<file path="src/rtl/cpuPkg.sv">
package cpuPkg;

	// Datapath sizes
	localparam int dataWidth    = 16;
	localparam int pcWidth      = 8;  // Also the memory address width
	localparam int regAddrWidth = 2;  // Four registers

	// Opcodes in the top nibble of every instruction
	localparam logic [3:0] opAdd = 4'd0; // rd = rs1 + rs2
	localparam logic [3:0] opLdi = 4'd1; // rd = payload
	localparam logic [3:0] opLdr = 4'd2; // rd = dmem[rs1]
	localparam logic [3:0] opMv  = 4'd3; // rd = rs1
	localparam logic [3:0] opSt  = 4'd4; // dmem[rs1] = rs2
	localparam logic [3:0] opBri = 4'd5; // Conditional jump to payload
	localparam logic [3:0] opBrr = 4'd6; // Conditional jump to rs1

	// Next PC source
	typedef enum logic [1:0] {
		pcInc = 2'd0,
		pcImm = 2'd1,
		pcReg = 2'd2
	} pcSelT;

	// Register form, used by ADD, MV, LDR, ST
	typedef struct packed {
		logic [3:0]              opcode;
		logic [regAddrWidth-1:0] rd;
		logic [regAddrWidth-1:0] rs1;
		logic [regAddrWidth-1:0] rs2;
		logic [5:0]              unused;
	} regFormT;

	// Immediate form, LDI
	typedef struct packed {
		logic [3:0]              opcode;
		logic [regAddrWidth-1:0] rd;
		logic [regAddrWidth-1:0] rs1;
		logic [7:0]              payload;
	} immFormT;

	// Branch form, BRI and BRR
	typedef struct packed {
		logic [3:0]              opcode;
		logic                    flagSel; // 0 carry, 1 zero
		logic                    flagVal; // Value the flag must hold
		logic [regAddrWidth-1:0] rs1;     // BRR target register
		logic [7:0]              payload; // BRI target
	} branchFormT;

	// One instruction word, three views
	typedef union packed {
		regFormT    regForm;
		immFormT    immForm;
		branchFormT branchForm;
	} instrT;

	typedef struct packed {
		logic carry;
		logic zero;
	} flagsT;

	// Decoder output
	typedef struct packed {
		logic [3:0]              aluOp;
		pcSelT                   nextPcSel;
		logic                    regWe;
		logic                    immSel;   // Write back instrData
		logic                    memToReg; // Write back dmem read data
		logic                    memWe;
		logic [regAddrWidth-1:0] rd;
		logic [regAddrWidth-1:0] rs1;
		logic [regAddrWidth-1:0] rs2;
		logic [dataWidth-1:0]    instrData;
	} ctrlT;

	// Register write seen on the trace
	typedef struct packed {
		logic                    valid;
		logic [regAddrWidth-1:0] regAddr;
		logic [dataWidth-1:0]    data;
	} wbTraceT;

	// Data memory write seen on the trace
	typedef struct packed {
		logic                 valid;
		logic [pcWidth-1:0]   addr;
		logic [dataWidth-1:0] data;
	} memTraceT;

endpackage

</file>
<file path="src/rtl/decoder.sv">
module decoder (
	input  cpuPkg::instrT instruction,
	input  cpuPkg::flagsT flags,
	output cpuPkg::ctrlT  ctrl
);

	logic [3:0] opcode;
	logic [7:0] payload;
	logic       flagHit; // Branch condition met

	// Fields sit at fixed positions whatever the opcode
	assign opcode  = instruction.regForm.opcode;
	assign payload = instruction.branchForm.payload; // Same bits as the LDI payload

	// Compare against carry or zero
	assign flagHit = instruction.branchForm.flagSel ?
		(instruction.branchForm.flagVal == flags.zero) :
		(instruction.branchForm.flagVal == flags.carry);

	always_comb begin
		// Defaults are all inactive
		ctrl.aluOp     = opcode;
		ctrl.nextPcSel = cpuPkg::pcInc;
		ctrl.regWe     = 1'b0;
		ctrl.immSel    = 1'b0;
		ctrl.memToReg  = 1'b0;
		ctrl.memWe     = 1'b0;
		ctrl.rd        = instruction.regForm.rd;
		ctrl.rs1       = instruction.regForm.rs1;
		ctrl.rs2       = instruction.regForm.rs2;
		ctrl.instrData = '0;

		case (opcode)
			cpuPkg::opAdd: begin
				ctrl.regWe = 1'b1; // Sum goes back to rd
			end

			cpuPkg::opLdi: begin
				ctrl.regWe     = 1'b1;
				ctrl.immSel    = 1'b1; // rd from the payload
				ctrl.instrData = {{(cpuPkg::dataWidth - 8){1'b0}}, payload};
			end

			cpuPkg::opLdr: begin
				ctrl.regWe    = 1'b1;
				ctrl.memToReg = 1'b1; // rd from dmem[rs1]
			end

			cpuPkg::opMv: begin
				ctrl.regWe = 1'b1; // ALU passes rs1 through
			end

			cpuPkg::opSt: begin
				ctrl.memWe = 1'b1; // dmem[rs1] = rs2
			end

			cpuPkg::opBri: begin
				// Payload always extracted, only used when taken
				ctrl.instrData = {{(cpuPkg::dataWidth - 8){1'b0}}, payload};
				if (flagHit) begin
					ctrl.nextPcSel = cpuPkg::pcImm;
				end
			end

			cpuPkg::opBrr: begin
				if (flagHit) begin
					ctrl.nextPcSel = cpuPkg::pcReg; // Jump to rs1
				end
			end

			default: begin
				// Unknown opcode runs as a no-op
			end
		endcase
	end

endmodule

</file>
<file path="config.mk">
export PLATFORM = sky130hd
export DESIGN_NAME = decoder
export DESIGN_NICKNAME = d
export VERILOG_FILES = /design/src/rtl/cpuPkg.sv /design/src/rtl/decoder.sv
export SDC_FILE = /design/constraint.sdc
export NUM_CORES = 1
export LEC_CHECK = 0
export BUFFER_PORTS_ARGS = -buffer_cell sky130_fd_sc_hd__clkbuf_2
export CAP_MARGIN = 20
export CORE_AREA = 8 8 45 47
export DETAILED_ROUTE_END_ITERATION = 10
export DIE_AREA = 0 0 53 55
export PLACE_DENSITY = 0.66
export SYNTH_ARGS = -nofsm -noshare
export SYNTH_HDL_FRONTEND = slang
export SYNTH_SLANG_ARGS = --single-unit
</file>
<file path="constraint.sdc">
create_clock -name vclk -period 0.9
set_input_delay 0.045 -clock vclk [all_inputs]
set_output_delay 0.045 -clock vclk [all_outputs]
set_load 0.03 [all_outputs]
</file>
# == Yosys cells after proc, flatten, opt, wreduce, memory -nomap -nowiden ==
# Cells that the tools add are included.
# classes
n_reduce_logical,3
mux,9
eq_ne,8
# ops
op,n
== test 4 x 3 -> 1 bit (second input constant),3
== test 4 x 2 -> 1 bit (second input constant),2
2-to-1 mux 8 bit,1
2-to-1 mux 1 bit,6
== test 4 x 1 -> 1 bit (second input constant),1
zero test 4 bit,1
case mux 2 bit (2 select lines),1
OR reduction 4 bit,1
== test 1 bit,2
2-to-1 mux 2 bit,1
OR reduction 2 bit,1
# totals
input_bits,18
elab_cells,20
register_bits,0
out_inout_bits,32

# == Depth between registers and ports, before layout ==
# logic_depth
ltp_word,4
depth_mapped,3
ltp_nobuf,3

# == Worst setup path after synthesis ==
# Ideal clock, no wire load.
# synth_timing
path_kind,input to output
from,input port instruction[15] in the netlist's numbering
to,output port ctrl[22] in the netlist's numbering
stages,2
setup_slack_ns,-0.031
arrival_time_ns,0.886
path_buffers,0
required_ns,0.855
cell_sequence,nand2b_1 nor3_1
# synth_rtl
element,line,text
from (decl),decoder.sv:2,"input cpuPkg::instrT instruction,"
to (decl),decoder.sv:4,output cpuPkg::ctrlT ctrl

==> summary.md <==
| Metric | Value |
|---|---|
| Post-route design area | `483 sq um` |
| CLK BUF | `0` |
| Failing checks | `negative setup slack` |
| Util after Layout | `34.9%` |
| Final setup margin | `-10.2 ps` |
| Final setup viols | `1` |
| Max-cap violation count | `0` |
| Worst hold-check path type | `input pin to output port` |
| DP Area | `413 sq um` |
| Avg Cell Area, Syn | `7.09 sq um` |
| Sequential cells | `0` |
| Distinct cells, synth | `10` |
| CP Capture Type | `output port` |
| Die H | `55 microns` |
| Ant. Diodes | `0` |
| Crit share post-route | `101%` |
| F_max | `1100 MHz` |
| Register area | `0 sq um` |
| DIE AREA | `2920 sq um` |
| Die X | `53 microns` |
| Crit path required time | `850 ps` |
| Initial antenna violation count | `0` |
| Worst vdd ir | `0.131 mV` |
| Post-synth top area cell | `buf_4` |
| Via density | `3.68` |
| DP HPWL | `919 microns` |
| Yosys warns | `0` |
| I/O pin count | `50` |
| Area of the mapped netlist | `277 sq um` |
| Outcome | `finished with violations` |
| Synth-to-layout area growth | `74.7%` |
| Critical-path cell list | `buf_8 > mux2i_4 > xnor2_2 > nor3_2 > clkbuf_8` |
| Fin crit period | `910 ps` |
| Pin count of the biggest net entering global routing | `9` |
| Max-slew violations | `0` |
| Core Box Area | `1380 sq um` |
| Total number of vias | `320` |
| Critical-path top delay cell | `nor3_2` |
| Power Density | `586 nW/um^2` |
| PortBufs | `38` |
| ANT nets after route | `0` |
| Yosys top cell area share | `48.9%` |
| Residual DRC count | `0` |
| RSZ-0062 raised after global routing | `true` |
| Nets | `91` |
| Detailed Route WL | `1030 microns` |
| Maximum fanout along the worst path | `2` |
| CTS Hold Bufs | `0` |
| Rows | `14` |
| Vias in the first global route | `338` |
| Gr usage total | `6.05%` |
| Initial Utilization | `20.0%` |
| DRT Pass-1 Iters | `2` |
| Crit path DAT | `870 ps` |
| Crit path kind | `input pin to output port` |
| Final Hold Fails | `0` |
| GRT Residual Overflow | `0` |
| Slowest Stage Delay on Critical Path | `190 ps` |
| Avg WL per Cell | `11.9 microns` |
| Synth top area cells | `buf_4 49%, and2_1 18%, nor3_2 7.2%` |
| Cells after synthesis | `39` |
| 1st-iter DRT viols | `1` |
| GPL Wtd Cong | `0.722` |
| Share of cells above drive strength 1 | `69.0%` |
| Leakage | `0.286 nW` |
| Worst Setup Start Kind | `input pin` |
| First-pass GRT wire length | `1440 microns` |
| Sequential area share after synthesis | `0%` |
## per-stage QoR
stage / hold WS, ps / TNS [ps] / setup WS [ps] / power, mW / cells
floorplan: 158 / 0 / 0.787 / 0.226 / 46
global placement: 90.2 / -16.9 / -15.7 / 0.250 / 86
detailed placement: 90.2 / -130 / -72.9 / 0.255 / 86
CTS: 90.2 / -70.7 / -44.0 / 0.261 / 86
finish: 90.1 / -10.2 / -10.2 / 0.283 / 87
global route: 90.2 / -28.2 / -28.2 / 0.301 / 87
## cell usage in the layout, fill, tap and decap left out, drive strengths merged
master / n
nand2b: 3
and2: 8
nor2: 2
conb: 8
xnor2: 1
mux2i: 1
nor3: 5
buf: 12
clkbuf: 31
## cell usage after synthesis
| cell type | n |
|---|---|
| nor3_2 | 2 |
| and2_1 | 8 |
| nand2b_1 | 2 |
| nor3_1 | 3 |
| xnor2_1 | 1 |
| mux2i_1 | 1 |
| nand2b_4 | 1 |
| nor2_1 | 2 |
| buf_4 | 18 |
| conb_1 | 1 |
## per-layer routing
metal	global-route usage [%]	part of all wire, %	routed length, microns
met5	0	0	0
met3	1.87	13	138
met4	0	0	0
met1	5.73	30	309
met2	12.9	57	585
## what timing repair did
item	in CTS	in global routing
pin swaps	0	3
resized for setup	5	24
endpoints found under the setup margin	2	10
setup buffers	0	1
## cells by family (layout without fill, tap and decap cells)
kind of cell  after synthesis  after routing  synth area share [%]
xor+xnor                    1              1                  3.17
buf+inv                    18             43                  48.9
mux                         1              1                  3.62
other cells                 1              8                  1.36
simple gates               18             18                  43.0
## worst paths after layout
kind | slack, ps | to | cells past startpoint | start
hold / removal | 90 | ctrl[18] | 0 | instruction[8]
setup / recovery | -10 | ctrl[26] | 5 | instruction[11]
## critical path, delay by kind of cell
kind | cells | cell delay (ps)
buffers and inverters | 2 | 280
and+or+nand+nor | 1 | 190
muxes | 1 | 180
xor gates and xnor gates | 1 | 160
## power breakdown
group | total (mW) | switching, mW | internal (mW)
combinational | 0.283 | 0.183 | 0.0998
clock | 0 | 0 | 0
sequential | 0 | 0 | 0
## cell type report
type	instances	area, sq um
Fill cell	167	901
Timing Repair Buffer	43	270
Tap cell	16	20.0
Multi-Input combinational cell	28	193
Power figures use the tool's default switching activity.
