<file path="src/rtl/cpuPkg.sv">
package cpuPkg;

	// Datapath sizes
	localparam int dataWidth    = 16;
	localparam int pcWidth      = 8;  // Also the memory address width
	localparam int regAddrWidth = 2;  // Four registers

	// Opcodes in the top nibble of every instruction
	localparam logic [3:0] opAdd = 4'd0; // rd = rs1 + rs2
	localparam logic [3:0] opLdi = 4'd1; // rd = payload
	localparam logic [3:0] opLdr = 4'd2; // rd = dmem[rs1]
	localparam logic [3:0] opMv  = 4'd3; // rd = rs1
	localparam logic [3:0] opSt  = 4'd4; // dmem[rs1] = rs2
	localparam logic [3:0] opBri = 4'd5; // Conditional jump to payload
	localparam logic [3:0] opBrr = 4'd6; // Conditional jump to rs1

	// Next PC source
	typedef enum logic [1:0] {
		pcInc = 2'd0,
		pcImm = 2'd1,
		pcReg = 2'd2
	} pcSelT;

	// Register form, used by ADD, MV, LDR, ST
	typedef struct packed {
		logic [3:0]              opcode;
		logic [regAddrWidth-1:0] rd;
		logic [regAddrWidth-1:0] rs1;
		logic [regAddrWidth-1:0] rs2;
		logic [5:0]              unused;
	} regFormT;

	// Immediate form, LDI
	typedef struct packed {
		logic [3:0]              opcode;
		logic [regAddrWidth-1:0] rd;
		logic [regAddrWidth-1:0] rs1;
		logic [7:0]              payload;
	} immFormT;

	// Branch form, BRI and BRR
	typedef struct packed {
		logic [3:0]              opcode;
		logic                    flagSel; // 0 carry, 1 zero
		logic                    flagVal; // Value the flag must hold
		logic [regAddrWidth-1:0] rs1;     // BRR target register
		logic [7:0]              payload; // BRI target
	} branchFormT;

	// One instruction word, three views
	typedef union packed {
		regFormT    regForm;
		immFormT    immForm;
		branchFormT branchForm;
	} instrT;

	typedef struct packed {
		logic carry;
		logic zero;
	} flagsT;

	// Decoder output
	typedef struct packed {
		logic [3:0]              aluOp;
		pcSelT                   nextPcSel;
		logic                    regWe;
		logic                    immSel;   // Write back instrData
		logic                    memToReg; // Write back dmem read data
		logic                    memWe;
		logic [regAddrWidth-1:0] rd;
		logic [regAddrWidth-1:0] rs1;
		logic [regAddrWidth-1:0] rs2;
		logic [dataWidth-1:0]    instrData;
	} ctrlT;

	// Register write seen on the trace
	typedef struct packed {
		logic                    valid;
		logic [regAddrWidth-1:0] regAddr;
		logic [dataWidth-1:0]    data;
	} wbTraceT;

	// Data memory write seen on the trace
	typedef struct packed {
		logic                 valid;
		logic [pcWidth-1:0]   addr;
		logic [dataWidth-1:0] data;
	} memTraceT;

endpackage

</file>
<file path="src/rtl/regFile.sv">
module regFile (
	input  logic                            clk,
	input  logic                            arstN,
	input  logic                            we,
	input  logic [cpuPkg::regAddrWidth-1:0] wAddr,
	input  logic [cpuPkg::regAddrWidth-1:0] rAddr1,
	input  logic [cpuPkg::regAddrWidth-1:0] rAddr2,
	input  logic [cpuPkg::dataWidth-1:0]    wData,
	output logic [cpuPkg::dataWidth-1:0]    rData1,
	output logic [cpuPkg::dataWidth-1:0]    rData2
);

	localparam int numRegs = 2 ** cpuPkg::regAddrWidth;

	logic [cpuPkg::dataWidth-1:0] regs [numRegs];

	// Single write port
	always_ff @(posedge clk or negedge arstN) begin
		if (!arstN) begin
			for (int i = 0; i < numRegs; i++) begin
				regs[i] <= '0;
			end
		end else if (we) begin
			regs[wAddr] <= wData;
		end
	end

	// Reads see the old value during a write, no bypass
	assign rData1 = regs[rAddr1];
	assign rData2 = regs[rAddr2];

endmodule

</file>
<file path="config.mk">
export PLATFORM = sky130hd
export DESIGN_NAME = regFile
export DESIGN_NICKNAME = d
export VERILOG_FILES = /design/src/rtl/cpuPkg.sv /design/src/rtl/regFile.sv
export SDC_FILE = /design/constraint.sdc
export NUM_CORES = 1
export LEC_CHECK = 0
export BUFFER_PORTS_ARGS = -buffer_cell sky130_fd_sc_hd__buf_2
export CAP_MARGIN = 10
export CORE_ASPECT_RATIO = 0.5
export CORE_MARGIN = 1.5
export CORE_UTILIZATION = 55
export DETAILED_ROUTE_END_ITERATION = 8
export PLACE_DENSITY = 0.78
export SLEW_MARGIN = 20
export SYNTH_ARGS = -nofsm -noshare
export SYNTH_HDL_FRONTEND = slang
export SYNTH_SLANG_ARGS = --single-unit
</file>
<file path="constraint.sdc">
create_clock -name clk -period 1.8 [get_ports clk]
set_clock_uncertainty 0.05 [all_clocks]
set_input_delay 0.36 -clock clk [delete_from_list [all_inputs] [get_ports clk]]
set_output_delay 0.36 -clock clk [all_outputs]
set_load 0.02 [all_outputs]
</file>
# Yosys cells after proc, flatten, opt, wreduce, memory -nomap -nowiden
# Index checks and enable logic that the tools add are counted.
[totals]
in_bits = 25
wordCells = 21
ff_bits = 64
[classes]
n_reduce_logical = 1
order_cmp = 4
n_bitwise = 3
muxes = 9
[op_table]
columns = ["operator", "count"]
rows = [
  ["2-to-1 mux 16 bit", 5],
  ["binary-select mux 16 bit (select 2 bit)", 2],
  ["bitwise mux 64 bit", 1],
  ["demux 16 bit (select 2 bit)", 1],
  [">= comparator 3 bit, second input constant", 3],
  ["inverter 2 -> 3 bit", 3],
  ["less-than comparator 3 x 1 -> 1 bit, second input constant", 1],
  ["logical AND 1 bit", 1],
]

# Logic depth before layout (Yosys ltp)
[depth]
word_depth = 6
depth_mapped = 3

# Least setup slack after synthesis
# OpenSTA, ideal clock, no wires.
[synth_path]
kind = "input port to output port"
start = "in rAddr1[0] (netlist bit)"
end = "out rData1[10] (netlist bit)"
t_required_ps = 1390
stages = 3
setup_slack_ps = -2
arrival_time_ps = 1392
path_cell_list = "buf_2 buf_4 mux4_2"
[synth_between]
elab_chain_cells = 4
[synth_rtl]
columns = ["element", "line_no", "text"]
rows = [
  ["start: declaration", "regFile.sv:6", "input logic [cpuPkg::regAddrWidth-1:0] rAddr1,"],
  ["inverter 2 -> 3 bit (implied by the code)", "regFile.sv:29", "assign rData1 = regs[rAddr1];"],
  ["binary-select mux 16 bit (select 2 bit)", "regFile.sv:29", ""],
  ["2-to-1 mux 16 bit (implied by the code) (2 in a row)", "regFile.sv:29", ""],
  ["end: declaration", "regFile.sv:9", "output logic [cpuPkg::dataWidth-1:0] rData1,"],
]
# No other way between the ends. The select of a mux whose other input is x is not followed.

# Final worst setup path
[layout_path]
start = "reg regs[2] (netlist bit)"
end = "out rData1[2] (netlist bit)"
[layout_between]
elab_chain_cells = 3
[layout_rtl]
columns = ["element", "line_no", "text"]
rows = [
  ["start: declaration", "regFile.sv:15", "logic [cpuPkg::dataWidth-1:0] regs [numRegs];"],
  ["start signal: indexed assignment", "regFile.sv:24", "regs[wAddr] <= wData;"],
  ["binary-select mux 16 bit (select 2 bit)", "regFile.sv:29", ""],
  ["2-to-1 mux 16 bit (implied by the code) (2 in a row)", "regFile.sv:29", ""],
]
# No other way between the ends. The select of a mux whose other input is x is not followed.

==> results.ini <==
[sta]
fmax_ghz=0.560
setup_viol=0
rsz0062_at_grt=yes
hold_viol_final=14
relSlewSlack_pct=66.1
slew_violations=0
hold_slack_ps=-7.42
worst_pin_slew_ps=509
setup_ws_ps=15.5
fin_crit_ps=1780
fin_crit_sh_pct=99.1

[critical_path]
worstPathArrival_ps=1370
cp-start-kind=flop
r2r_start=regs[0]$_DFFE_PN0P_
cp_cell_sequence=mux4_2 -> buf_6
critical_path.max_stage_delay_ps=510
timing.rr.end=regs[0]$_DFFE_PN0P_
required_ps=1390
worstRegToRegCells=2
crit_slowest_cell=mux4_2
critPathMaxFanout=3
cp-end-kind=output port
regToRegSetupSlack_ps=840
worstSetupPathType=reg2out

[yosys]
yosys-top-cells-count=64 x dfrtp_1, 64 x mux2_2, 32 x mux4_2
synth_simple_gate_area_share_pct=1.62
synth_seq_cells=64
avgSynthCellArea_um2=18.0
synth_mux_area_share_pct=45.4
synth_top_cell_area_share_pct=50.5
synth_top_area_cell=dfrtp_1
synthArstFlopShare_pct=100
synth_area_leaders=dfrtp_1 50%, mux2_2 23%, mux4_2 23%
synth_top_family_by_area=multiplexers
yosysUniqueCellTypes=11
ys_seq_area_share_pct=50.5
synth_nets=201
synth-main-ff-cell=dfrtp_1
syn_inst=176
synth_area_mm2=0.00317
synthAdderAreaFrac_pct=0
synth_xor_area_share_pct=0
synth_compound_area_share_pct=0
yosys_warnings=0
synth_edf_count=0

[global_routing]
antenna_found_initial=0
grt_pass1_vias=2138
gr-total-overflow=0
grt_pass1_wl_mm=10.6
grt_max_degree=65
grt_usage_pct=22.8

[clock_tree]
clkSlewWorstSetupHoldPaths_ps=50
cts.path.max_buffers=2
cts_num_sinks=64
root_buffer=clkbuf_16
worstSkewPairLatency_ps=310
h-tree-depth=3
cts_inserted_buffers=9
cts_tree=yes
cts_hold_buffers=0

[drt]
vias=1897
routed_wirelength_mm=6.41
wl_per_cell_um=19.8
drt_iter0_drc=58
via_per_inst=5.85
drtPass1Iterations=4
drc=0
ant_nets=0

[floorplanning]
pin_count=57
start_util_pct=57.6
dieArea_mm2=0.00626
die_y_um=56.7
die_w_um=110
core_area_mm2=0.00552
num_rows=19

[layout]
top_register=regs
drive_above_1_share_pct=73.7
fin_area_mm2=0.00403
fin_nets=271
insertedDiodeCount=0
largest_reg_flops=64
top_regs=regs: 64 flops
fillCellCount=354
area_growth_pct=27.1
fin_cells=324
final_util_pct=73.1

[place]
hpwl_mm=4.21
dp_cells=304
postPlaceCellArea_mm2=0.00365
port_buffers=56
gp_congestion=0.756
dp_slack_ps=44.4

[run_status]
outcome=complete, but fails checks
violations=negative hold slack

[power]
ir_drop_uv=559
pwr_density_cell_mw_per_mm2=1210
power.leakage_nw=1.75

[worst_hold_path]
hold_class=in2async

[run]
drv_cap=0

==> timing repair <==
| item | 4_1_cts | 5_1_grt |
|---|---|---|
| setup endpoints to repair | 1 | 13 |
| setup buffers | 0 | 4 |
| resized for setup | 2 | 16 |
| cloned | 0 | 0 |
==> metrics by stage <==
stage                     power [W]  TNS, ps  hold slack (ps)
after floorplan             0.00270        0             14.4
after global placement      0.00304        0              337
after detailed placement    0.00310        0              344
after CTS                   0.00483        0            0.711
after global routing        0.00510    -69.5             19.0
final                       0.00488        0            -7.42
==> report_power, final <==
part	leakage, nW	internal, W	switching (W)
registers	0.757	0.00172	0.000199
logic	0.847	0.000714	0.000539
clock network	0.150	0.00114	0.000571
total	1.75	0.00357	0.00131
==> critical path, delay by kind of cell, from the launching register on <==
| family | cells | cell delay [ps] |
|---|---|---|
| flops | 1 | 390 |
| mux | 1 | 510 |
| buf+inv | 1 | 150 |
==> per-layer routing <==
layer  part of all wire (%)  vias up  track usage, %
li1                       -      837               -
met1                     42     1019            27.4
met2                     54       39            40.8
met3                    3.8        2            6.70
met4                   0.19        0            6.41
met5                      0        -               0
==> cells by family (layout without fill, tap and decap cells) <==
| kind of cell | count (synthesis) | in the layout |
|---|---|---|
| mux | 96 | 96 |
| flops | 64 | 64 |
| buf+inv | 12 | 87 |
| simple gates | 4 | 4 |
==> worst max-delay path by stage <==
stage               cells past startpoint                start    endpoint
floorplan                               3            rAddr1[0]  rData1[10]
global placement                        4            rAddr2[0]   rData2[9]
detailed placement                      4            rAddr2[0]  rData2[13]
CTS                                     2  regs[2]$_DFFE_PN0P_   rData1[2]
global route                            2  regs[0]$_DFFE_PN0P_   rData2[0]
finish                                  2  regs[2]$_DFFE_PN0P_   rData1[2]
==> cells in the final DEF (no fill, tap or decap) <==
cell type	count
mux2_2	64
dfrtp_1	64
buf_2	46
mux4_2	32
clkbuf_16	9
buf_4	9
buf_6	8
buf_12	8
nand3b_2	2
clkbuf_8	2
clkinv_2	2
clkbuf_1	2
nor3b_4	1
nand3_2	1
bufinv_16	1
==> cell type report <==
class                      instances  area, um^2  share of cell area (%)
sequential                        64        1600                    39.7
multi-input combinational        100        1490                    37.0
timing repair buffer              71         548                    13.6
clock buffer                      13         260                    6.45
tap                               73        91.3                    2.26
clock inverter                     3        40.0                   0.993
Note: power is estimated with default switching activity, not from simulation.
