<file path="src/rtl/cpuPkg.sv">
package cpuPkg;

	// Datapath sizes
	localparam int dataWidth    = 16;
	localparam int pcWidth      = 8;  // Also the memory address width
	localparam int regAddrWidth = 2;  // Four registers

	// Opcodes in the top nibble of every instruction
	localparam logic [3:0] opAdd = 4'd0; // rd = rs1 + rs2
	localparam logic [3:0] opLdi = 4'd1; // rd = payload
	localparam logic [3:0] opLdr = 4'd2; // rd = dmem[rs1]
	localparam logic [3:0] opMv  = 4'd3; // rd = rs1
	localparam logic [3:0] opSt  = 4'd4; // dmem[rs1] = rs2
	localparam logic [3:0] opBri = 4'd5; // Conditional jump to payload
	localparam logic [3:0] opBrr = 4'd6; // Conditional jump to rs1

	// Next PC source
	typedef enum logic [1:0] {
		pcInc = 2'd0,
		pcImm = 2'd1,
		pcReg = 2'd2
	} pcSelT;

	// Register form, used by ADD, MV, LDR, ST
	typedef struct packed {
		logic [3:0]              opcode;
		logic [regAddrWidth-1:0] rd;
		logic [regAddrWidth-1:0] rs1;
		logic [regAddrWidth-1:0] rs2;
		logic [5:0]              unused;
	} regFormT;

	// Immediate form, LDI
	typedef struct packed {
		logic [3:0]              opcode;
		logic [regAddrWidth-1:0] rd;
		logic [regAddrWidth-1:0] rs1;
		logic [7:0]              payload;
	} immFormT;

	// Branch form, BRI and BRR
	typedef struct packed {
		logic [3:0]              opcode;
		logic                    flagSel; // 0 carry, 1 zero
		logic                    flagVal; // Value the flag must hold
		logic [regAddrWidth-1:0] rs1;     // BRR target register
		logic [7:0]              payload; // BRI target
	} branchFormT;

	// One instruction word, three views
	typedef union packed {
		regFormT    regForm;
		immFormT    immForm;
		branchFormT branchForm;
	} instrT;

	typedef struct packed {
		logic carry;
		logic zero;
	} flagsT;

	// Decoder output
	typedef struct packed {
		logic [3:0]              aluOp;
		pcSelT                   nextPcSel;
		logic                    regWe;
		logic                    immSel;   // Write back instrData
		logic                    memToReg; // Write back dmem read data
		logic                    memWe;
		logic [regAddrWidth-1:0] rd;
		logic [regAddrWidth-1:0] rs1;
		logic [regAddrWidth-1:0] rs2;
		logic [dataWidth-1:0]    instrData;
	} ctrlT;

	// Register write seen on the trace
	typedef struct packed {
		logic                    valid;
		logic [regAddrWidth-1:0] regAddr;
		logic [dataWidth-1:0]    data;
	} wbTraceT;

	// Data memory write seen on the trace
	typedef struct packed {
		logic                 valid;
		logic [pcWidth-1:0]   addr;
		logic [dataWidth-1:0] data;
	} memTraceT;

endpackage

</file>
<file path="src/rtl/wordRam.sv">
module wordRam (
	input  logic                         clk,
	input  logic                         we,
	input  logic [cpuPkg::pcWidth-1:0]   wAddr,
	input  logic [cpuPkg::pcWidth-1:0]   rAddr,
	input  logic [cpuPkg::dataWidth-1:0] wData,
	output logic [cpuPkg::dataWidth-1:0] rData
);

	localparam int depth = 2 ** cpuPkg::pcWidth;

	// Contents survive reset
	logic [cpuPkg::dataWidth-1:0] mem [depth];

	always_ff @(posedge clk) begin
		if (we) begin
			mem[wAddr] <= wData;
		end
	end

	assign rData = mem[rAddr]; // Asynchronous read

endmodule

</file>
<file path="config.mk">
export PLATFORM = sky130hd
export DESIGN_NAME = wordRam
export DESIGN_NICKNAME = d
export VERILOG_FILES = /design/src/rtl/cpuPkg.sv /design/src/rtl/wordRam.sv
export SDC_FILE = /design/constraint.sdc
export NUM_CORES = 2
export LEC_CHECK = 0
export BUFFER_PORTS_ARGS = -buffer_cell sky130_fd_sc_hd__buf_2
export CAP_MARGIN = 20
export CORE_MARGIN = 2
export CORE_UTILIZATION = 45
export DETAILED_ROUTE_END_ITERATION = 7
export PLACE_DENSITY = 0.62
export SKIP_LAST_GASP = 1
export SYNTH_ARGS = -nofsm -noshare
export SYNTH_HDL_FRONTEND = slang
export SYNTH_SLANG_ARGS = --single-unit
</file>
<file path="constraint.sdc">
create_clock -name clk -period 2.9 [get_ports clk]
set_clock_uncertainty 0.1 [all_clocks]
set_input_delay 0.29 -clock clk [delete_from_list [all_inputs] [get_ports clk]]
set_output_delay 0.29 -clock clk [all_outputs]
set_load 0.005 [all_outputs]
</file>
# Yosys cells after proc, flatten, opt, wreduce, memory -nomap -nowiden
# Memories as Yosys holds them, arrays and structs flattened.
# Index checks and enable logic that the tools add are counted.
[op_classes]
n_reduce_logical = 0
n_lt_le_gt_ge = 0
bitwise = 0
n_shift = 0
n_addsub = 0
n_eq_ne = 0
mul = 0
n_mux = 2
n_div = 0
[ops]
columns = ["operator", "n"]
rows = [
  ["1-bit two-way mux", 2],
]
[totals]
rom_bits = 0
mem_bits_rw = 4096
inputBits = 34
memories = 1
out_inout_bits = 16
latchBits = 0
reg_bits = 0
[memory_table]
columns = ["memory", "depth", "width", "read_ports", "rd_ports_with_merged_regs", "write_ports", "line_no", "text"]
rows = [
  ["mem", 256, 16, 1, 0, 1, "wordRam.sv:13", "logic [cpuPkg::dataWidth-1:0] mem [depth];"],
]

# Logic depth before layout (Yosys ltp)
[depth]
ltp_word = 2
depth_mapped = 12
depth_no_buf = 6

# Worst setup path after synthesis
# No wires, ideal clock.
[synth_path]
path_kind = "in2out"
startpoint = "input port rAddr[0] in the netlist's numbering"
endpoint = "output port rData[4] in the netlist's numbering"
n_path_buf = 3
arrival_time_ps = 2286
path_stages = 8
setup_slack_ps = 224
cell_sequence = "buf_6 buf_6 buf_2 mux4_2 mux4_2 a22o_1 o32ai_2 nor4_2"
[synth_via]
elab_chain_cells = 1
[synth_rtl]
columns = ["element", "line_no", "text"]
rows = [
  ["from (decl)", "wordRam.sv:5", "input logic [cpuPkg::pcWidth-1:0] rAddr,"],
  ["memory read 256 x 16 bit", "--", ""],
  ["to (decl)", "wordRam.sv:7", "output logic [cpuPkg::dataWidth-1:0] rData"],
]
# No other way between the ends.

# Worst setup path after layout
[layout_path]
startpoint = "memory mem[155][9] in the netlist's numbering"
endpoint = "output port rData[9] in the netlist's numbering"
[layout_via]
elab_chain_cells = 1
[layout_rtl]
columns = ["element", "line_no"]
rows = [
  ["from (decl)", "wordRam.sv:13"],
  ["memory read 256 x 16 bit", "--"],
]
# No other way between the ends.

==> results.tsv <==
metric	value	unit
Critical Path Max Stage Delay	0.61	ns
Root Buffer	clkbuf_16	
final WL	429000	µm
area leader, netlist	edfxtp_1	
Synth cell types	51	
Tmin final	4.03	ns
Final Hold Fails	0	
gr ovfl total	0	
Synth-to-Final Area Change	18.3	%
mapped cell area	158000	µm²
post-DP HPWL	275000	µm
fraction of layout cells with a size suffix above 1	32.5	%
chip width	597	µm
worst-margin pin slew	1.06	ns
Syn Area/Cell	21.6	µm²
max-slew violations	0	
vias per cell	6.03	
Worst setup SP type	flip-flop	
Max Cap Violations	0	
# DRC	0	
ANT nets after route	0	
Core Area	350000	µm²
Worst VDD drop	0.595	mV
Syn Inst Count	7344	
global-route wire length before repair	607000	µm
Yosys warning total	0	
CP Class	flip-flop to output port	
largest cells by area after synthesis	edfxtp_1, mux4_2, mux2i_1	
Yosys reg bits	4096	
Sink Count	4096	
Setup Viol. Count Final	16	
die area	357000	µm²
post-synthesis sequential area ratio	77.7	%
max reg flops	4096	
CTS tree	done	
Initial Utilization	45.3	%
Setup crit end kind	output port	
dpl ws	-1.46	ns
Worst EP required	2.51	ns
Buffers on Ports	49	
worst min path class	primary input to flip-flop	
Detailed Routing Iterations Pass 1	6	
CP Max Fanout	1	
Nets	8585	
DRT iter0 DRCs	10850	
Async S/R FF share, synth	0	%
fin crit share	139	%
crit path launch	mem[155][9]	
largest net degree at the start of global routing	117	
critical path, cell by cell	mux4_2, mux4_2, a22o_1, o32ai_4, buf_6, nor4_4, buf_4, buf_6	
Routed wire per std cell	31.8	µm
most flop-heavy register	mem	
CP max stage cell	mux4_2	
Power Dens Cells	663	nW/µm²
Peak Freq	248	MHz
Setup TNS	-15.24	ns
final worst slack	-1.13	ns
vias in the first global route	81408	
status	finished, violations left	
Leakage	61.0	nW
Top Registers	mem x4096	
routed via count	81315	
antenna violations before repair	25	
RSZ-0062 raised after global routing	yes	
TritonCTS buffer count	406	
number of synthesized flops with an enable pin	4096	
Crit path arrival time	3.64	ns
failing checks	negative setup slack	
total track usage	23.8	%
Max clock buf depth	4	
slew margin rel.	28.6	%
# rows	217	
routability-driven placement congestion ratio	0.904	
I/O pin total	50	
H-tree levels	5	
Synth Net Count	7378	
CTS clk-pin slew, worst paths	0.06	ns
share of the synthesized area in the top cell type	77.7	%
Synth Flop Type	edfxtp_1	
Hold Path Origin	we	
Die Span Y	597	µm
## what timing repair did
item / 4_1_cts / 5_1_grt
pin swaps: 42 / 33
setup endpoints to repair: 16 / 16
hold endpoints to repair: 2379 / 0
resized for setup: 145 / 32
buffers inserted: 3 / 3
gates cloned: 1 / 0
hold buffers: 20 / 0
## cells in the mapped netlist (all sizes together) (26+ instances only)
| library cell | number |
|---|---|
| a21oi | 175 |
| a221oi | 28 |
| a22o | 32 |
| a22oi | 43 |
| buf | 222 |
| clkbuf | 230 |
| edfxtp | 4096 |
| mux2 | 88 |
| mux2i | 565 |
| mux4 | 797 |
| nand2 | 38 |
| nand3 | 35 |
| nand4 | 26 |
| nor2 | 304 |
| nor3 | 92 |
| o21ai | 38 |
| o221ai | 253 |
| o22ai | 148 |
## per-stage QoR
step | utilization, % | instance area, µm² | power [W] | hold WS (ns) | cells
final | 53.6 | 187000 | 0.124 | 0.132 | 13492
after floorplan | - | 158000 | 0.0698 | 0.289 | 7344
after global placement | 49.5 | 173000 | 0.0736 | 0.529 | 12727
after CTS | 53.5 | 187000 | 0.125 | 0.0443 | 13480
after global routing | 53.6 | 187000 | 0.128 | 0.0965 | 13488
after detailed placement | 49.5 | 173000 | 0.0737 | 0.532 | 12729
## worst max-delay path: cells and delay by family (launching register included)
kind            cells  cell delay, ns
compound gates      2            0.59
simple gates        1            0.05
mux                 2            1.15
flops               1            0.37
buf+inv             3            0.50
## cell families (layout without fill, tap and decap cells)
group / count (synthesis) / after routing / synth area share [%]
other cells: 0 / 10 / 0
mux: 1450 / 1450 / 15.5
flops: 4096 / 4096 / 77.7
simple gates: 556 / 556 / 1.58
compound gates: 786 / 786 / 3.54
buf+inv: 456 / 1995 / 1.70
## worst paths after layout
check	end	slack [ns]	depth (start not counted)
max	rData[9]	-1.13	8
min	mem[150][10]	0.13	4
## placed cells by master (no fill, tap or decap), drive strengths merged, types with 5 or more instances in the layout
cell | synthesis | layout
o221ai | 253 | 253
nand3 | 35 | 35
nor2b | 9 | 9
a2111oi | 6 | 6
o21ai | 38 | 38
mux4 | 797 | 797
nand4 | 26 | 26
dlygate4sd3 | 0 | 20
clkbuf | 230 | 491
nor4 | 18 | 18
nor3 | 92 | 92
o22ai | 148 | 148
edfxtp | 4096 | 4096
clkinv | 0 | 188
clkinvlp | 0 | 10
a21oi | 175 | 175
and3 | 11 | 11
a31oi | 6 | 6
mux2i | 565 | 565
o32ai | 21 | 21
a22oi | 43 | 43
bufinv | 0 | 36
nand2 | 38 | 38
nor2 | 304 | 304
a22o | 32 | 32
a211oi | 18 | 18
mux2 | 88 | 88
o31ai | 16 | 16
a221oi | 28 | 28
buf | 222 | 1229
or2 | 5 | 5
diode | 0 | 10
inv | 4 | 20
## report_power, final
group          total, W  switching, W  internal [W]
registers        0.0653     0.0000281        0.0652
clock network    0.0515        0.0223        0.0293
logic           0.00753       0.00451       0.00302
## layout make-up
| type | instances | area (µm²) |
|---|---|---|
| Fill cell | 26394 | 163000 |
| Sequential cell | 4096 | 123000 |
| Multi-Input combinational cell | 2792 | 33900 |
| Timing Repair Buffer | 1251 | 11700 |
| Clock buffer | 490 | 10600 |
| Tap cell | 4599 | 5750 |
| Clock inverter | 250 | 2400 |
| Inverter | 4 | 27.5 |
| Antenna cell | 10 | 25.0 |
## metal layers
layer	GRT usage, %	up-vias	share of wire (%)
li1	-	33684	-
met1	33.2	43419	40
met2	38.2	3623	48
met3	4.34	579	8.4
met4	7.89	10	3.5
met5	0	-	0.014
(Power assumes the default switching activity.)
