## src/rtl/cpuPkg.sv

```systemverilog
package cpuPkg;

	// Datapath sizes
	localparam int dataWidth    = 16;
	localparam int pcWidth      = 8;  // Also the memory address width
	localparam int regAddrWidth = 2;  // Four registers

	// Opcodes in the top nibble of every instruction
	localparam logic [3:0] opAdd = 4'd0; // rd = rs1 + rs2
	localparam logic [3:0] opLdi = 4'd1; // rd = payload
	localparam logic [3:0] opLdr = 4'd2; // rd = dmem[rs1]
	localparam logic [3:0] opMv  = 4'd3; // rd = rs1
	localparam logic [3:0] opSt  = 4'd4; // dmem[rs1] = rs2
	localparam logic [3:0] opBri = 4'd5; // Conditional jump to payload
	localparam logic [3:0] opBrr = 4'd6; // Conditional jump to rs1

	// Next PC source
	typedef enum logic [1:0] {
		pcInc = 2'd0,
		pcImm = 2'd1,
		pcReg = 2'd2
	} pcSelT;

	// Register form, used by ADD, MV, LDR, ST
	typedef struct packed {
		logic [3:0]              opcode;
		logic [regAddrWidth-1:0] rd;
		logic [regAddrWidth-1:0] rs1;
		logic [regAddrWidth-1:0] rs2;
		logic [5:0]              unused;
	} regFormT;

	// Immediate form, LDI
	typedef struct packed {
		logic [3:0]              opcode;
		logic [regAddrWidth-1:0] rd;
		logic [regAddrWidth-1:0] rs1;
		logic [7:0]              payload;
	} immFormT;

	// Branch form, BRI and BRR
	typedef struct packed {
		logic [3:0]              opcode;
		logic                    flagSel; // 0 carry, 1 zero
		logic                    flagVal; // Value the flag must hold
		logic [regAddrWidth-1:0] rs1;     // BRR target register
		logic [7:0]              payload; // BRI target
	} branchFormT;

	// One instruction word, three views
	typedef union packed {
		regFormT    regForm;
		immFormT    immForm;
		branchFormT branchForm;
	} instrT;

	typedef struct packed {
		logic carry;
		logic zero;
	} flagsT;

	// Decoder output
	typedef struct packed {
		logic [3:0]              aluOp;
		pcSelT                   nextPcSel;
		logic                    regWe;
		logic                    immSel;   // Write back instrData
		logic                    memToReg; // Write back dmem read data
		logic                    memWe;
		logic [regAddrWidth-1:0] rd;
		logic [regAddrWidth-1:0] rs1;
		logic [regAddrWidth-1:0] rs2;
		logic [dataWidth-1:0]    instrData;
	} ctrlT;

	// Register write seen on the trace
	typedef struct packed {
		logic                    valid;
		logic [regAddrWidth-1:0] regAddr;
		logic [dataWidth-1:0]    data;
	} wbTraceT;

	// Data memory write seen on the trace
	typedef struct packed {
		logic                 valid;
		logic [pcWidth-1:0]   addr;
		logic [dataWidth-1:0] data;
	} memTraceT;

endpackage

```

## src/rtl/alu.sv

```systemverilog
module alu (
	input  logic                         clk,
	input  logic                         arstN,
	input  logic                         en,     // Instruction retires this cycle
	input  logic [3:0]                   op,
	input  logic [cpuPkg::dataWidth-1:0] a,      // rs1
	input  logic [cpuPkg::dataWidth-1:0] b,      // rs2
	output logic [cpuPkg::dataWidth-1:0] result,
	output cpuPkg::flagsT                flags
);

	logic [cpuPkg::dataWidth:0] sum; // Extra top bit is the carry
	logic                       isAdd;

	assign sum   = {1'b0, a} + {1'b0, b};
	assign isAdd = (op == cpuPkg::opAdd);

	// Everything but ADD passes a through
	assign result = isAdd ? sum[cpuPkg::dataWidth-1:0] : a;

	// Flags only move on a retiring ADD
	always_ff @(posedge clk or negedge arstN) begin
		if (!arstN) begin
			flags <= '0;
		end else if (en && isAdd) begin
			flags.carry <= sum[cpuPkg::dataWidth];
			flags.zero  <= (sum[cpuPkg::dataWidth-1:0] == '0);
		end
	end

endmodule

```

## config.mk

```make
export PLATFORM = sky130hd
export DESIGN_NAME = alu
export DESIGN_NICKNAME = d
export VERILOG_FILES = /design/src/rtl/cpuPkg.sv /design/src/rtl/alu.sv
export SDC_FILE = /design/constraint.sdc
export NUM_CORES = 1
export LEC_CHECK = 0
export ABC_AREA = 1
export BUFFER_PORTS_ARGS = -buffer_cell sky130_fd_sc_hd__buf_4
export CELL_PAD_IN_SITES_DETAIL_PLACEMENT = 2
export CELL_PAD_IN_SITES_GLOBAL_PLACEMENT = 2
export CORE_ASPECT_RATIO = 0.5
export CORE_MARGIN = 2
export CORE_UTILIZATION = 20
export DETAILED_ROUTE_END_ITERATION = 6
export GPL_TIMING_DRIVEN = 0
export PLACE_DENSITY_LB_ADDON = 0.1
export SLEW_MARGIN = 20
export SYNTH_ARGS = -nofsm -noshare
export SYNTH_HDL_FRONTEND = slang
export SYNTH_SLANG_ARGS = --single-unit
```

## constraint.sdc

```tcl
create_clock -name clk -period 1.7 [get_ports clk]
set_clock_uncertainty 0.15 [all_clocks]
set_input_delay 0.17 -clock clk [delete_from_list [all_inputs] [get_ports clk]]
set_output_delay 0.17 -clock clk [all_outputs]
set_load 0.02 [all_outputs]
```

# Yosys cells after proc, flatten, opt, wreduce, memory -nomap -nowiden
# Cells that the tools add are included.
[word_totals] regBits=2 wordCells=7
[classes] n_addsub=1 mux=1 n_reduce_logical=3
[op_table] op="16-bit by 16-bit adder with 17-bit output" count=1
[op_table] op="16-bit logical NOT" count=1
[op_table] op="16-bit 2-to-1 mux" count=1
[op_table] op="4-bit logical NOT" count=1
[op_table] op="1-bit logical AND" count=1

# Longest topological paths before layout
# Gate-level depths: netlist of the first run.
[depth] depth_word=2 depth_mapped=16 mapped_depth_nobuf=16

# Worst setup path before layout of the first run
# No wires, ideal clock.
[synth_timing] path_type="input port to output port" start="input a[0] (netlist bit)" end="output result[14] (netlist bit)" arrival_ns=1.784 slack_ns=-0.404 stages=12 path_buffers=0 cell_sequence="ha_1 -> inv_1 -> fa_1 -> inv_1 -> nand2_1 -> nand2_2 -> nand3_2 -> nand2_2 -> nand2_1 -> nand3b_1 -> nand2_1 -> o21ai_0"
[synth_between] elab_chain_len=2
[synth_rtl] item="start: declaration" line_no="alu.sv:6" text="input logic [cpuPkg::dataWidth-1:0] a,"
[synth_rtl] item="16-bit by 16-bit adder with 17-bit output" line_no="alu.sv:15" text="assign sum = {1'b0, a} + {1'b0, b};"
[synth_rtl] item="16-bit 2-to-1 mux" line_no="alu.sv:19" text="assign result = isAdd ? sum[cpuPkg::dataWidth-1:0] : a;"
[synth_rtl] item="end: declaration" line_no="alu.sv:8" text="output logic [cpuPkg::dataWidth-1:0] result,"
# Every way passes these cells.

# Worst setup path after layout of the first run
[layout_timing] start="input b[0] (netlist bit)" end="register flags[0] (netlist bit)"
[layout_between] elab_chain_len=2
[layout_rtl] item="start: declaration" line_no="alu.sv:7" text="input logic [cpuPkg::dataWidth-1:0] b,"
[layout_rtl] item="16-bit by 16-bit adder with 17-bit output" line_no="alu.sv:15"
[layout_rtl] item="16-bit logical NOT" line_no="alu.sv:27" text="flags.zero <= (sum[cpuPkg::dataWidth-1:0] == '0);"
[layout_rtl] item="end: declaration" line_no="alu.sv:9" text="output cpuPkg::flagsT flags"
# Every way passes these cells.
# A chain may end at the register's enable or synchronous reset.

==> results of run 1 <==
cell usage in the layout (no fill, tap or decap), drive strengths merged:
cell type	instances
nand3b	3
nor3	3
xor2	2
inv	43
fa	1
a31oi	5
a2bb2oi	1
and2	1
or2	1
a21oi	10
ha	16
nand2	106
nor2	27
nand3	20
dfrtp	2
nand4	3
dlygate4sd3	1
buf	82
clkbuf	6
o21ai	11
cell families after synthesis:
group | after synthesis
AND/OR/NAND/NOR | 164
buffers and inverters | 46
AO/OA/AOI/OAI | 27
adder cells (fa/ha/maj) | 17
XOR/XNOR | 2
flip-flops | 2
where the power goes:
part / switching, mW / internal (mW)
clock network: 0.0565 / 0.299
registers: 0.00489 / 0.0541
logic: 0.544 / 0.448
total: 0.606 / 0.802
worst paths after layout:
| check | startpoint | end | slack [ns] | cells past startpoint |
|---|---|---|---|---|
| max | b[0] | flags[0] | -0.38 | 16 |
| min | arstN | flags[1] | 0.17 | 2 |
| max reg2reg | flags[1] | flags[1] | 0.87 | 1 |
| min reg2reg | flags[1] | flags[1] | 0.41 | 1 |
| max in group asynchronous | arstN | flags[0] | 1.14 | 2 |
| min in group clk | en | flags[0] | 0.23 | 4 |
metal layers:
metal / global-route usage, % / wire, um / vias to the layer above
met5: 0 / 0 / -
met4: 3.40 / 36 / 0
met3: 0.833 / 151 / 5
met2: 40.5 / 3830 / 36
met1: 23.4 / 3330 / 957
li1: - / - / 984
timing repair:
item	CTS	global route
hold endpoints to repair	2	0
hold buffers	1	0
resized for setup	91	33
endpoints found under the setup margin	18	17
pin swaps	37	11
setup buffers	20	6
cell type report:
class	count	area share [%]
multi-input combinational	210	58.5
timing repair buffer	83	25.9
inverter	43	6.15
tap	88	4.13
clock buffer	3	2.82
sequential	2	1.88
buffer	3	0.657
worst max-delay path, cell delays in order:
cell	delay (ns)
buf_6	0.07
ha_4	0.13
inv_2	0.03
fa_2	0.35
inv_2	0.09
nand2_4	0.06
buf_4	0.13
buf_4	0.12
buf_4	0.13
nand2_4	0.06
nand4_1	0.13
nor2_1	0.20
nand2_1	0.09
nor2_1	0.11
nand3_1	0.12
nand2_1	0.10
stage by stage:
step	std cells	area [um2]
final	432	2670
after global routing	432	2670
after CTS	426	2510
after detailed placement	402	1880
after global placement	402	1880
after floorplan	258	1350
==> flow_metrics.tcl, run 1 <==
set metrics [dict create \
    status "complete, but fails checks" \
    failed_checks "negative setup slack" \
    dpl_worst_slack_ns -0.525 \
    hpwl_um 5070 \
    yosys-top-cells-count "nand2_1, inv_1, nor2_1" \
    finalMaxSlewViolations 0 \
    diodes 0 \
    max_slew_margin_pct 75.1 \
    register_area_um2 50.0 \
    cp.arrival_ns 2.09 \
    top_regs "flags: 2 flops" \
    htree_levels 1 \
    vias 1982 \
    clockBufferDepth 2 \
    grt_max_degree 11 \
    synth_top_family_by_area "simple AND/OR/NAND/NOR gates" \
    final.setup.tns_ns -3.32 \
    endpoint_kind "register" \
    cp.required_ns 1.71 \
    wl_per_cell_um 17.0 \
    clk_pin_slew_ns 0.03 \
    synth_fp_nets 314 \
    area_delta_synth_final_pct 103 \
    synth_xor_area_share_pct 1.34 \
    wl_um 7350 \
    rows 20 \
    grt_pass1_wl_um 11000 \
    ant_nets 0 \
    multi_input_area_um2 1560 \
    synthAdderAreaFrac_pct 16.8 \
    netlist_instances 258 \
    io_pins 57 \
    ys_seq_area_share_pct 3.82 \
    largest_reg_flops 2 \
    clockRootBuffer "clkbuf_16" \
    hold_viol 0 \
    ys_types 24 \
    routabilityCongestion 0.771 \
    vias_per_cell 4.59 \
    clock-sinks 2 \
    drt-pass1-iter-count 4 \
    cts_buffers 3 \
    max_cap_violations 0 \
    grt_use_total_pct 19.5 \
    die_h_um 61.2 \
    drive_gt1_share_pct 55.8 \
    worst_pin_slew_ns 0.373 \
    portBuffers 56 \
    cp_max_fo 2 \
    largest-register "flags" \
    synth-edff-count 0 \
    cts_tree "done" \
    syn-cell-area_um2 1310 \
    total_leakage_power_nw 1.36 \
    synth.most_common_cell "nand2_1" \
    setup.worst_path.class "in -> reg" \
    ys_ff_latch 2 \
    whs_ns 0.169 \
    power_mw 1.41 \
    overflow 0 \
    synthMuxAreaShare_pct 0 \
    synth-compound-area-share_pct 11.4 \
    yosysWarnings 0 \
    ys_async_sr_fraction_pct 100 \
    grt_pass1_vias 2210 \
    avgSynthCellArea_um2 5.08 \
    hold_class "in -> async" \
    startpoint_type "input pin" \
    yosysTopAreaCell "nand2_1" \
    start_util_pct 21.1 \
    nets 402 \
    fin_crit_ns 2.08 \
    rsz0062_at_grt "true" \
    drcViolationCount 0 \
    max_freq_ghz 0.480 \
    dieArea_um2 7250 \
    layout_setup_ws_ns -0.384 \
    insertion_delay_ns 0.22 \
    die_w_um 118 \
    drt_iter0_markers 43 \
    grt_antenna_before_repair 0 \
    finalCritPeriodShare_pct 123 \
    utilization_pct 42.9 \
    yosys-top-cells-area "nand2_1, ha_1, inv_1" \
    post-synth-top-area-fraction_pct 28.7 \
    ys.flop_type "dfrtp_1" \
    vdd_drop_max_v 0.000260 \
    p_per_area_nw_per_um2 528 \
    setup_viol 15 \
    final.fill_count 756 \
    design.core.area_um2 6210 \
    synth-simple-area-share_pct 53.5 \
]
Note: power is estimated with default switching activity, not from simulation.
==> run 2: changes to the inputs <==
- ABC_AREA: 1 -> not set
- CORE_MARGIN: 2 -> 10
- CORE_UTILIZATION: 20 -> 19
==> flow_metrics.tcl, run 2 <==
set metrics [dict create \
    overflow 0 \
    endpoint_kind "output port" \
    status "complete, but fails checks" \
    dieArea_um2 8680 \
    post-synth-top-area-fraction_pct 20.2 \
    rows 18 \
    p_per_area_nw_per_um2 481 \
    finalMaxSlewViolations 0 \
    vias_per_cell 4.82 \
    wl_um 5370 \
    routabilityCongestion 0.730 \
    mostFrequentLayoutCells "buf_4, nand2_1, buf_6" \
    total_leakage_power_nw 0.980 \
    start_util_pct 19.9 \
    design.core.area_um2 4980 \
    grt_pass1_wl_um 8110 \
    layout_commonest_cell "buf_4" \
    ys.flop_type "dfrtp_1" \
    portBuffers 56 \
    drcViolationCount 0 \
    vias 1432 \
    layout_setup_ws_ns -0.858 \
    failed_checks "negative setup slack" \
    grt_pass1_vias 1579 \
    die_h_um 71.1 \
    synth.most_common_cell "nand2_1" \
    netlist_instances 146 \
    final.fill_count 558 \
    nets 285 \
    drt-pass1-iter-count 4 \
    yosys-top-cells-count "nand2_1, ha_1, o21ai_0" \
    max_freq_ghz 0.391 \
    ys_types 36 \
    vdd_drop_max_v 0.000204 \
    setup.worst_path.class "in -> out" \
    diodes 0 \
    dpl_worst_slack_ns -1.15 \
    r2r_cells 1 \
    rsz0062_at_grt "true" \
    utilization_pct 43.5 \
    clockBufferDepth 2 \
    drt_iter0_markers 34 \
    avgSynthCellArea_um2 6.79 \
    cp.required_ns 1.38 \
    drive_gt1_share_pct 57.7 \
    synth-simple-area-share_pct 29.2 \
    crit_chain "buf_8, ha_4, inv_2, fa_2, nand2b_4, a21oi_4, o41a_1, a211o_1, a21oi_2, xnor2_1, nand2_1, nand2_2, buf_4" \
    grt_use_total_pct 11.3 \
    clockRootBuffer "clkbuf_8" \
    yosysTopAreaCell "ha_1" \
    finalCritPeriodShare_pct 150 \
    startpoint_type "input pin" \
    yosysWarnings 0 \
    cpMaxStageDelayCell "a211o_1" \
    synth_fp_nets 202 \
    max_slew_margin_pct 80.3 \
    synth_top_family_by_area "compound AO/OA/AOI/OAI gates" \
    cp_max_fo 3 \
    io_pins 57 \
    synth-edff-count 0 \
    ys_ff_latch 2 \
    setup_viol 15 \
    yosys-top-cells-area "ha_1, nand2_1, o21ai_0" \
    placed_cell_area_um2 1690 \
    synthAdderAreaFrac_pct 22.2 \
    insertion_delay_ns 0.21 \
    grt_antenna_before_repair 0 \
    stdcell_count 297 \
    max_cap_violations 0 \
    top_regs "flags: 2 flops" \
    ys_async_sr_fraction_pct 100 \
    grt_max_degree 11 \
    hold_class "in -> async" \
    clock-sinks 2 \
    largest_reg_flops 2 \
    ant_nets 0 \
    htree_levels 1 \
    synthMuxAreaShare_pct 0 \
    die_w_um 122 \
    final_cell_area_um2 2160 \
    cp.arrival_ns 2.24 \
    worst_pin_slew_ns 0.293 \
    wl_per_cell_um 18.1 \
    cts_buffers 3 \
    hold_viol 0 \
    ys_seq_area_share_pct 5.05 \
    synth_xor_area_share_pct 9.72 \
    area_delta_synth_final_pct 118 \
    cpPeakStageDelay_ns 0.36 \
    synth-compound-area-share_pct 30.8 \
    cts_tree "done" \
    largest-register "flags" \
    fin_crit_ns 2.56 \
    place_inst 272 \
    clk_pin_slew_ns 0.03 \
    syn-cell-area_um2 991 \
    power_mw 1.04 \
    hpwl_um 3930 \
]
-- run 2: changes by cell type in the layout (fill, tap and decap cells not counted), sizes merged, moves of 4 or more --
| cell | change |
|---|---|
| a21o | +4 |
| xnor2 | +5 |
| inv | -38 |
| xor2 | +4 |
| nor2 | -20 |
| nand3 | -19 |
| a31oi | -4 |
| o21ai | +5 |
| nand2 | -70 |
-- run 2: layout make-up --
class	count	area, um2	share of cell area, %
buffer	2	40.0	1.85
clock buffer	3	41.3	1.91
inverter	5	18.8	0.868
multi-input combinational	136	1270	58.5
sequential	2	50.0	2.31
tap	70	87.6	4.05
timing repair buffer	79	659	30.5
-- run 2: cells by family after synthesis --
kind of cell,count (synthesis)
and+or+nand+nor,60
AOI/OAI and AO/OA,48
adders and majority gates,17
xor gates and xnor gates,11
buffers and inverters,8
DFF,2
-- run 2: metrics by stage --
step           TNS [ns]  hold slack [ns]
6_report          -8.50            0.130
5_1_grt          -10.09            0.140
3_3_place_gp     -11.25           -0.196
2_1_floorplan     -3.30           -0.276
3_5_place_dp     -11.41           -0.195
4_1_cts           -7.66            0.133
-- run 2: routing by layer --
| layer | wire, um | vias up | track usage, % |
|---|---|---|---|
| met1 | 2190 | 696 | 12.9 |
| met5 | 0 | - | 0 |
| li1 | - | 700 | - |
| met2 | 2840 | 30 | 20.4 |
| met3 | 257 | 6 | 2.53 |
| met4 | 73 | 0 | 3.25 |
-- run 2: worst paths after layout --
check | startpoint | endpoint | slack (ns)
max | a[0] | result[14] | -0.86
min | arstN | flags[0] | 0.13
max reg2reg | flags[0] | flags[0] | 0.85
min reg2reg | flags[1] | flags[1] | 0.34
max in group asynchronous | arstN | flags[1] | 1.18
min in group clk | en | flags[1] | 0.19
-- run 2: repair_timing --
item / 4_1_cts / 5_1_grt
pin swaps: 18 / 19
hold endpoints to repair: 2 / 0
setup endpoints to repair: 18 / 18
gates resized for setup: 38 / 18
setup buffers: 12 / 11
hold buffers: 1 / 0
gates cloned: 1 / 0
-- run 2: critical path: cells and delay by family --
family,cells,cell delay (ns)
AOI/OAI and AO/OA,4,0.96
adders and majority gates,2,0.35
and+or+nand+nor,3,0.32
buffers and inverters,3,0.28
xor gates and xnor gates,1,0.18
-- run 2: report_power, final --
part | internal [mW] | switching, mW | total, mW
logic | 0.408 | 0.390 | 0.798
clock network | 0.150 | 0.0378 | 0.188
registers | 0.0532 | 0.00243 | 0.0556
total | 0.610 | 0.431 | 1.04
==> run 3: changes to the inputs <==
- CORE_ASPECT_RATIO: 0.5 -> not set
==> flow_metrics.tcl, run 3 (synthesis gave the netlist of run 2 again) <==
set metrics [dict create \
    nets 285 \
    io_pins 57 \
    max_cap_violations 0 \
    dieArea_um2 8500 \
    overflow 0 \
    setup.worst_path.class "in -> out" \
    layout_setup_ws_ns -0.874 \
    hpwl_um 4130 \
    grt_use_total_pct 12.7 \
    rows 26 \
    final_cell_area_um2 2250 \
    utilization_pct 44.3 \
    fin_crit_ns 2.57 \
    drt-pass1-iter-count 4 \
    cts_tree "done" \
    grtUsageMet1_pct 14.0 \
    die_h_um 92.2 \
    finalCritPeriodShare_pct 151 \
    placed_cell_area_um2 1690 \
    whs_ns 0.134 \
    endpoint_kind "output port" \
    largest-register "flags" \
    die_w_um 92.2 \
    max_slew_margin_pct 74.1 \
    failed_checks "negative setup slack" \
    drive_gt1_share_pct 58.1 \
    mostFrequentLayoutCells "buf_4, nand2_1, buf_6" \
    max_freq_ghz 0.388 \
    grt_util_met3_pct 1.96 \
    largest_reg_flops 2 \
    place_inst 272 \
    wl_per_cell_um 19.2 \
    vias_per_cell 4.77 \
    stdcell_count 297 \
    startpoint_type "input pin" \
    drt_iter0_markers 33 \
    vdd_drop_max_v 0.000165 \
    htree_levels 1 \
    ant_nets 0 \
    portBuffers 56 \
    power_mw 1.06 \
    gr-usage-met2_pct 24.5 \
    hold_viol 0 \
    dpl_worst_slack_ns -1.21 \
    wl_um 5710 \
    busiest_layer "met2" \
    cts_buffers 3 \
    final.fill_count 570 \
    multi_input_area_um2 1280 \
    layout_commonest_cell "buf_4" \
    cp_max_fo 3 \
    design.core.area_um2 5070 \
    start_util_pct 19.5 \
    hold_class "in -> async" \
    grt_pass1_wl_um 8900 \
    rsz0062_at_grt "true" \
    clock-sinks 2 \
    cp.arrival_ns 2.25 \
    diodes 0 \
    routabilityCongestion 0.838 \
    drcViolationCount 0 \
    clockRootBuffer "clkbuf_8" \
    grt_pass1_vias 1673 \
    cp.required_ns 1.38 \
    setup_viol 17 \
    vias 1417 \
    clk_pin_slew_ns 0.03 \
    area_delta_synth_final_pct 127 \
    worst_pin_slew_ns 0.385 \
    grt_antenna_before_repair 0 \
    clockBufferDepth 2 \
    insertion_delay_ns 0.21 \
    finalMaxSlewViolations 0 \
    grt_max_degree 11 \
    final.setup.tns_ns -8.10 \
    p_per_area_nw_per_um2 472 \
    register_area_um2 50.0 \
    total_leakage_power_nw 1.01 \
    status "complete, but fails checks" \
    top_regs "flags: 2 flops" \
]
-- run 3: cell type report --
cell class                 instances  area share (%)
timing repair buffer              78            31.5
multi-input combinational        136            57.0
buffer                             3            2.67
sequential                         2            2.23
clock buffer                       3            1.84
tap                               70            3.90
inverter                           5           0.836
-- run 3: routing by layer --
metal,vias to the layer above,share of wire [%]
li1,697,-
met1,684,42
met2,32,54
met3,4,2.6
met4,0,0.79
met5,-,0
-- run 3: where the power goes --
group | switching (mW) | internal (mW) | total, mW | leakage (nW)
Combinational | 0.401 | 0.419 | 0.820 | 0.966
Clock | 0.0351 | 0.149 | 0.185 | 0.0216
Sequential | 0.00254 | 0.0532 | 0.0557 | 0.0269
Total | 0.438 | 0.622 | 1.06 | 1.01
-- run 3: final timing paths --
check / from / slack (ns) / end / depth (start not counted)
max reg2reg: flags[0] / 0.84 / flags[0] / 1
max in group asynchronous: arstN / 1.18 / flags[0] / 2
max: a[0] / -0.87 / result[14] / 13
min in group clk: en / 0.16 / flags[1] / 4
min reg2reg: flags[1] / 0.34 / flags[1] / 2
min: arstN / 0.13 / flags[1] / 2
-- run 3: repair_timing --
action | 4_1_cts | 5_1_grt
resized for setup | 42 | 24
hold buffers | 1 | 0
buffers inserted | 14 | 5
cloned | 2 | 1
endpoints found under the setup margin | 18 | 18
pin swaps | 15 | 10
endpoints found under the hold margin | 2 | 0
-- run 3: worst max-delay path, cell delays in order --
cell and delay [ns]:
buf_8 0.10, ha_4 0.15, inv_2 0.05, fa_2 0.20, nand2b_4 0.14, a21oi_4 0.05
o41a_1 0.36, a211o_4 0.39, a21oi_4 0.19, xnor2_2 0.16, nand2_1 0.10, nand2_2 0.06
buf_6 0.11
